==> config.mk <==
export PLATFORM = sky130hd
export DESIGN_NAME = pi1_decoder
export DESIGN_NICKNAME = d
export VERILOG_FILES = /design/src/source/pi1_pkg.sv /design/src/source/pi1_decoder.sv
export SDC_FILE = /design/constraint.sdc
export NUM_CORES = 1
export LEC_CHECK = 0
export BUFFER_PORTS_ARGS = -buffer_cell sky130_fd_sc_hd__buf_2
export CAP_MARGIN = 20
export CORE_AREA = 8 8 148 150
export CTS_BUF_LIST = sky130_fd_sc_hd__clkbuf_16
export CTS_CLUSTER_DIAMETER = 100
export CTS_CLUSTER_SIZE = 20
export DETAILED_ROUTE_END_ITERATION = 6
export DIE_AREA = 0 0 156 158
export HOLD_SLACK_MARGIN = 0.08
export PLACE_DENSITY = 0.55
export SYNTH_ARGS = -nofsm -noshare
export SYNTH_HDL_FRONTEND = slang
export SYNTH_SLANG_ARGS = --single-unit
export TNS_END_PERCENT = 1
==> constraint.sdc <==
create_clock -name clk_i -period 5 [get_ports clk_i]
set_input_delay 0.75 -clock clk_i [delete_from_list [all_inputs] [get_ports clk_i]]
set_output_delay 0.75 -clock clk_i [all_outputs]
set_load 0.02 [all_outputs]
==> src/source/pi1_pkg.sv <==
// pi1 bus definitions
package pi1_pkg;

	// **********************************************************************
	// Bus widths
	// **********************************************************************

	localparam int DATA_W = 32;
	localparam int SEL_W  = DATA_W / 8;
	localparam int ADDR_W = 30; // Word address without the byte offset.

	typedef logic [DATA_W-1:0] pi1_data_t;
	typedef logic [ADDR_W-1:0] pi1_addr_t;
	typedef logic [SEL_W-1:0]  pi1_sel_t;
	typedef logic [1:0]        pi1_op_t;

	// **********************************************************************
	// Operation codes
	// **********************************************************************

	localparam pi1_op_t PI_NOOP = 2'd0;
	localparam pi1_op_t PI_WROP = 2'd1;
	localparam pi1_op_t PI_RDOP = 2'd2;
	localparam pi1_op_t PI_RWOP = 2'd3; // Returns the old word, stores the new one.

	// **********************************************************************
	// Memory map of the subsystem
	// **********************************************************************

	localparam int MEM0_SIZE  = 256; // Words.
	localparam int MEM0_DELAY = 0;

	localparam int MEM1_SIZE  = 128; // Word region placed right after slave 0.
	localparam int MEM1_DELAY = 2;

endpackage

==> src/source/pi1_decoder.sv <==
// pi1 two-slave address decoder
`timescale 1ns/1ns

module pi1_decoder (
	input  logic                clk_i,
	input  logic                rst_i,
	input  pi1_pkg::pi1_op_t    pi1_op_i,
	input  pi1_pkg::pi1_addr_t  pi1_addr_i,
	input  pi1_pkg::pi1_data_t  pi1_data_i,
	input  pi1_pkg::pi1_sel_t   pi1_sel_i,
	output pi1_pkg::pi1_data_t  pi1_data_o,
	output logic                pi1_rdy_o,
	output logic                pi1_err_o,
	output pi1_pkg::pi1_addr_t  pi1_mapsz_o,
	output pi1_pkg::pi1_op_t    s0_op_o,
	output pi1_pkg::pi1_addr_t  s0_addr_o,
	output pi1_pkg::pi1_data_t  s0_data_o,
	output pi1_pkg::pi1_sel_t   s0_sel_o,
	input  pi1_pkg::pi1_data_t  s0_data_i,
	input  logic                s0_rdy_i,
	input  pi1_pkg::pi1_addr_t  s0_mapsz_i,
	output pi1_pkg::pi1_op_t    s1_op_o,
	output pi1_pkg::pi1_addr_t  s1_addr_o,
	output pi1_pkg::pi1_data_t  s1_data_o,
	output pi1_pkg::pi1_sel_t   s1_sel_o,
	input  pi1_pkg::pi1_data_t  s1_data_i,
	input  logic                s1_rdy_i,
	input  pi1_pkg::pi1_addr_t  s1_mapsz_i
);

	pi1_pkg::pi1_addr_t s1_offset;
	logic               hit0;
	logic               hit1;
	logic               miss;
	logic               accept;
	logic               own1_q;  // Slave 1 owns the access.
	logic               none_q;  // No slave owns the access.
	logic               err_q;

	// **********************************************************************
	// Address decode
	// **********************************************************************

	assign s1_offset = pi1_addr_i - s0_mapsz_i;
	assign hit0      = (pi1_addr_i < s0_mapsz_i);
	assign hit1      = !hit0 && (s1_offset < s1_mapsz_i); // No underflow once hit0 is low.
	assign miss      = !hit0 && !hit1;

	assign accept = pi1_rdy_o && (pi1_op_i != pi1_pkg::PI_NOOP);

	assign s0_op_o   = (pi1_rdy_o && hit0) ? pi1_op_i : pi1_pkg::PI_NOOP;
	assign s0_addr_o = pi1_addr_i;
	assign s0_data_o = pi1_data_i;
	assign s0_sel_o  = pi1_sel_i;

	assign s1_op_o   = (pi1_rdy_o && hit1) ? pi1_op_i : pi1_pkg::PI_NOOP;
	assign s1_addr_o = s1_offset;
	assign s1_data_o = pi1_data_i;
	assign s1_sel_o  = pi1_sel_i;

	// **********************************************************************
	// Owner tracking and response mux
	// **********************************************************************

	always_ff @(posedge clk_i) begin
		if (rst_i) begin
			own1_q <= 1'b0;
			none_q <= 1'b0;
			err_q  <= 1'b0;
		end else begin
			err_q <= accept && miss; // One-cycle pulse.
			if (accept) begin
				own1_q <= hit1;
				none_q <= miss;
			end
		end
	end

	assign pi1_rdy_o  = none_q || (own1_q ? s1_rdy_i : s0_rdy_i);
	assign pi1_data_o = none_q ? '0 : (own1_q ? s1_data_i : s0_data_i);
	assign pi1_err_o  = err_q;

	assign pi1_mapsz_o = s0_mapsz_i + s1_mapsz_i; // Slaves sit back to back.

endmodule

**Yosys cells after proc, flatten, opt, wreduce, memory -nomap -nowiden**

Cells that the tools add are included.

- Register bits after elaboration: 3
- Input port bits: 196
- Output and inout bits: 200

- Add/sub/neg operators: 2
- Order comparisons: 2
- Mux-type cells: 5
- Reductions and logical operators: 10

Operators with widths:

| kind | count |
|---|---|
| 2-to-1 mux 32 bit | 2 |
| less-than comparator 30 bit | 2 |
| adder 30 bit | 1 |
| subtractor 30 bit | 1 |
| logical AND 1 bit | 6 |
| 2-to-1 mux 2 bit | 2 |
| logical NOT 1 bit | 2 |
| nonzero test 2 bit | 1 |
| logical OR 1 bit | 1 |
| 2-to-1 mux 1 bit | 1 |

**Longest topological paths before layout**

- Word-level depth: 6
- Depth in mapped cells: 19
- Depth with buffers taken out: 19

**Worst setup path after synthesis**

No wires, ideal clock.

- Path type: input -> output
- Start: in s0_mapsz_i[10]
- End: out s1_op_o[0]
- Arrival time: 4.382 ns
- Data required time: 4.250 ns
- Path slack: -0.132 ns
- Cell stages on the path: 18
- Path through: inv_1 > ha_1 > buf_4 > a21o_1 > o21bai_1 > or3_1 > a21oi_2 > o31a_1 > nor4b_1 > nor3_1 > ha_1 > nand3_1 > nor2_1 > a221oi_1 > o211ai_1 > a41oi_1 > nor2b_1 > and2_1

- Longest elaborated chain between the ends: 5

RTL lines:

| item | line | source |
|---|---|---|
| start: declaration | pi1_decoder.sv:21 | `input pi1_pkg::pi1_addr_t s0_mapsz_i,` |
| subtractor 30 bit | pi1_decoder.sv:44 | `assign s1_offset = pi1_addr_i - s0_mapsz_i;` |
| named net s1_addr_o[25] | pi1_decoder.sv:23 | `output pi1_pkg::pi1_addr_t s1_addr_o,` |
| less-than comparator 30 bit | pi1_decoder.sv:46 | `assign hit1 = !hit0 && (s1_offset < s1_mapsz_i);` |
| logical AND 1 bit | pi1_decoder.sv:46 |  |
| logical AND 1 bit | pi1_decoder.sv:56 | `assign s1_op_o = (pi1_rdy_o && hit1) ? pi1_op_i : pi1_pkg::PI_NOOP;` |
| 2-to-1 mux 2 bit | pi1_decoder.sv:56 |  |
| end: declaration | pi1_decoder.sv:22 | `output pi1_pkg::pi1_op_t s1_op_o,` |

The timed path passes the listed nets, and every way through them passes these cells.

**Worst setup path in the final report**

- Start: in pi1_addr_i[1]
- End: out s1_op_o[1]

- Longest elaborated chain between the ends: 5

RTL lines:

| item | line | source |
|---|---|---|
| start: declaration | pi1_decoder.sv:8 | `input pi1_pkg::pi1_addr_t pi1_addr_i,` |
| subtractor 30 bit / less-than comparator 30 bit (equally long branches) | pi1_decoder.sv:44, pi1_decoder.sv:45 |  |
| less-than comparator 30 bit / logical NOT 1 bit (equally long branches) | pi1_decoder.sv:46 |  |
| logical AND 1 bit * | pi1_decoder.sv:46 |  |
| logical AND 1 bit * | pi1_decoder.sv:56 |  |
| 2-to-1 mux 2 bit * | pi1_decoder.sv:56 |  |

Every way passes the cells marked *; elsewhere a longest branch is shown, timed or not.

==> summary by stage <==
Placed design
Port buffering added 287 buffers. Timing analysis after detailed placement gives a worst setup slack of -0.538 ns. The placer's final routability congestion estimate is 0.923. Summed over all nets, the half-perimeter wirelength after detailed placement is 20.2 mm.

STA
The final number of setup-violating endpoints is 2. The worst slew slack as a fraction of its limit is 50.1%. Setup repair after global routing could not meet its margin everywhere.

The period utilization is 103%. The accumulated negative setup slack is -0.305 ns. The number of pins exceeding their max-slew limit in the final report came to 0. The slew at the pin with the worst max-slew slack is 0.740 ns. The clock arrives with 0.00154 ns of skew.

The worst hold margin is 0.664 ns. For this run, the top clock speed supported by timing is 194 MHz. The worst setup slack after layout is -0.160 ns. The smallest clock period supported by the final layout is computed as 5.16 ns. The final number of hold-violating endpoints is 0.

Logic synthesis
Dividing the synthesized area by the synthesized cell count gives 7.02 µm². Counting flops and latches in the post-synthesis netlist gives 3. In this run, synthesis inferred 0 flip-flops with an integrated enable. The fraction of synthesis flops using an asynchronous set or reset pin is 0%. For this run, the register share of the synthesized area comes to 1.09%. The number of cells produced by synthesis is 783.

The dominant cell type by area after synthesis is ha_1. After synthesis, the largest area contributor takes up 20.0% of total cell area. The dominant register cell in the synthesized netlist is dfxtp_1. The number of nets in the synthesized netlist is 1069.

In this run, distinct cell masters in the synthesized netlist total 64. The yosys synthesis warning count is 0. The cell area that synthesis handed to floorplanning was 5490 µm². In the post-synthesis netlist, the biggest area contributors are ha_1, buf_4, xnor2_1.

Worst setup path
The setup check on the worst reg-to-reg path leaves a slack of 2.83 ns. Data on the critical path arrives at its endpoint at 4.41 ns. The top fanout value on the critical path is 4. The data required time of the critical path is 4.25 ns. STA classifies the critical path startpoint as a primary input.

The type of the setup path with the least slack is primary input to output port. The number of cells on the worst reg-to-reg path is 10. The sort of element at the end of the critical path is an output port.

Hold path
The type of the tightest min-delay check is flip-flop to flip-flop. Counting instances, the worst hold path has a depth of 3.

Detailed routing
In the routed design, unresolved DRC markers number 0. In the final routed layout, each cell accounts on average for 16.8 µm. For this block, the via count after detailed routing is 6450.

After the first detailed-routing iteration, the DRC count stood at 292. The first detailed-routing pass ran for 4 iterations. The routed via count divided by cell count is 4.78.

The final antenna-violating net count is 0. The total wire length after detailed routing is 22.6 mm.

Outcome
The checks that failed: setup timing. The run finished, with violations left.

Floorplanning
The initial core utilization is 27.9%. The standard-cell row count is 52. The die is 156 µm wide.

Pin placement for this block handled 396 I/O pins. In this run the vertical extent of the chip is 158 µm. The die area is 24600 µm².

The area inside the core boundary is 19700 µm².

Clock network
The clock passes through at most 2 buffers. The number of buffers inserted during clock tree synthesis is 3. The number of levels in the clock H-tree is 1. The number of hold buffers added after CTS was 0. The clock slew at the register clock pins of the worst setup and hold paths is 0.03 ns. Clock tree synthesis found a total of 3 sinks. The clock network latency to the later pin of the worst-skew pair is 0.22 ns.

The tree is rooted in a clkbuf_16. The CTS tree is yes.

Pwr
Dividing total power by cell area gives a power density of 194 nW/µm². The maximum ir drop on the vdd rail is 0.0856 mV. For this design the static power due to leakage is 4.13 nW.

Finish
The fraction of the core area covered by cells at the end of the flow is 39.5%. Cells with a size suffix above 1 make up 44.2% of the layout. In the layout the commonest cells are buf_2, buf_4, ha_1, inv_1, nor2_1. The antenna cell count is 0. The number of nets at the end of the flow is 1367.

The area added between synthesis and finish is 41.6%. Leaving out fill and tap cells, the most frequent cell in the layout is buf_2.

Global routing
The first-pass GRT wire length is 33.5 mm. The number of global-route vias before repair is 6630. The number of antenna violations at the first check in global routing was 2. The largest net degree at the start of global routing is 35. Global routing used 16.8% of the available tracks across all layers. The total overflow left after global routing is 0.

Run
The max-capacitance violation count is 0.
## flip-flops by register name (all words and copies together), names as in the netlist
| register | flops |
|---|---|
| none_q | 1 |
| own1_q | 1 |
| pi1_err_o | 1 |
## metrics by stage
stage               total power [W]  cells  instance area (µm²)
global route                0.00164   1350                 7780
global placement            0.00132   1337                 7330
detailed placement          0.00132   1337                 7330
floorplan                  0.000881    783                 5520
finish                      0.00151   1350                 7780
CTS                         0.00149   1349                 7610
## cell usage after synthesis, types with 2 or more instances
master and n:
buf_4 104, o211ai_1 5, a211oi_1 11, a31o_2 3, a41oi_1 3, a21boi_0 4, a2111oi_0 2, and2_1 5
xnor2_1 39, nor3_1 7, o21a_1 13, inv_1 76, nand2b_1 10, nand2_2 3, a21oi_2 5, o211a_1 2
nand3b_1 2, and3_1 6, mux2i_1 33, o31ai_1 7, o41ai_2 2, nand2_1 50, a21o_1 24, dfxtp_1 3
ha_1 88, a221oi_1 3, o31a_1 4, o21bai_1 3, fa_1 2, a31oi_1 7, a21oi_1 60, o21ai_0 37
nand3_1 16, or3_1 2, and4_1 3, nor2_1 66, a2111oi_2 2, xor2_1 11, clkbuf_1 13, nand4_1 7
a311oi_1 2, nor2b_1 8, o22ai_1 2, nor4_1 5, buf_2 4
## layout make-up
type	instances	area, µm²
flip-flops and latches	3	61.3
repair buffers	414	2410
multi-input cells	583	4600
clock inverters	1	3.75
clock buffers	3	75.1
inverters	76	288
well taps	270	338
fillers	2107	11900
## layer usage
metal	up-vias	GRT usage (%)	wire length, µm
met5	-	0	23
met3	46	4.48	1840
met1	2849	19.3	9220
met4	4	3.88	461
li1	3279	-	-
met2	272	30.6	11100
## critical path, stage by stage
cell      delay, ns
buf_2          0.13
ha_1           0.30
nor2b_4        0.14
o31ai_4        0.33
a211oi_2       0.12
buf_4          0.15
o211ai_1       0.28
nor4_1         0.09
buf_4          0.16
o21ai_4        0.15
xnor2_2        0.10
ha_1           0.33
nand4_1        0.18
nor4_4         0.39
a31oi_1        0.14
o211ai_1       0.14
a41oi_2        0.08
nor2b_4        0.17
and2_4         0.16
buf_6          0.12
## worst paths after layout
check,to,from
hold / removal,own1_q$_SDFFE_PP0P_,none_q$_SDFFE_PP0P_
setup / recovery,s1_op_o[1],pi1_addr_i[1]
hold reg to reg,own1_q$_SDFFE_PP0P_,none_q$_SDFFE_PP0P_
setup reg to reg,own1_q$_SDFFE_PP0P_,own1_q$_SDFFE_PP0P_
## what timing repair did
action | 4_1_cts | 5_1_grt
gates resized for setup | 30 | 29
setup buffers | 8 | 3
endpoints found under the setup margin | 2 | 2
pin swaps | 23 | 25
## cell families after synthesis
logic type	Yosys count	share of synthesized area, %
AOI/OAI and AO/OA	216	26.6
xor gates and xnor gates	50	7.97
muxes	33	6.01
and+or+nand+nor	194	16.9
adders and majority gates	90	20.8
buffers and inverters	197	20.7
DFF	3	1.09
## report_power, final
| group | switching, W | internal [W] | total, W |
|---|---|---|---|
| Clock | 0.0000228 | 0.000103 | 0.000126 |
| Sequential | 0.000000579 | 0.0000257 | 0.0000263 |
| Combinational | 0.000770 | 0.000589 | 0.00136 |
| Total | 0.000793 | 0.000718 | 0.00151 |
No activity file was read; power rests on OpenSTA's default activity.
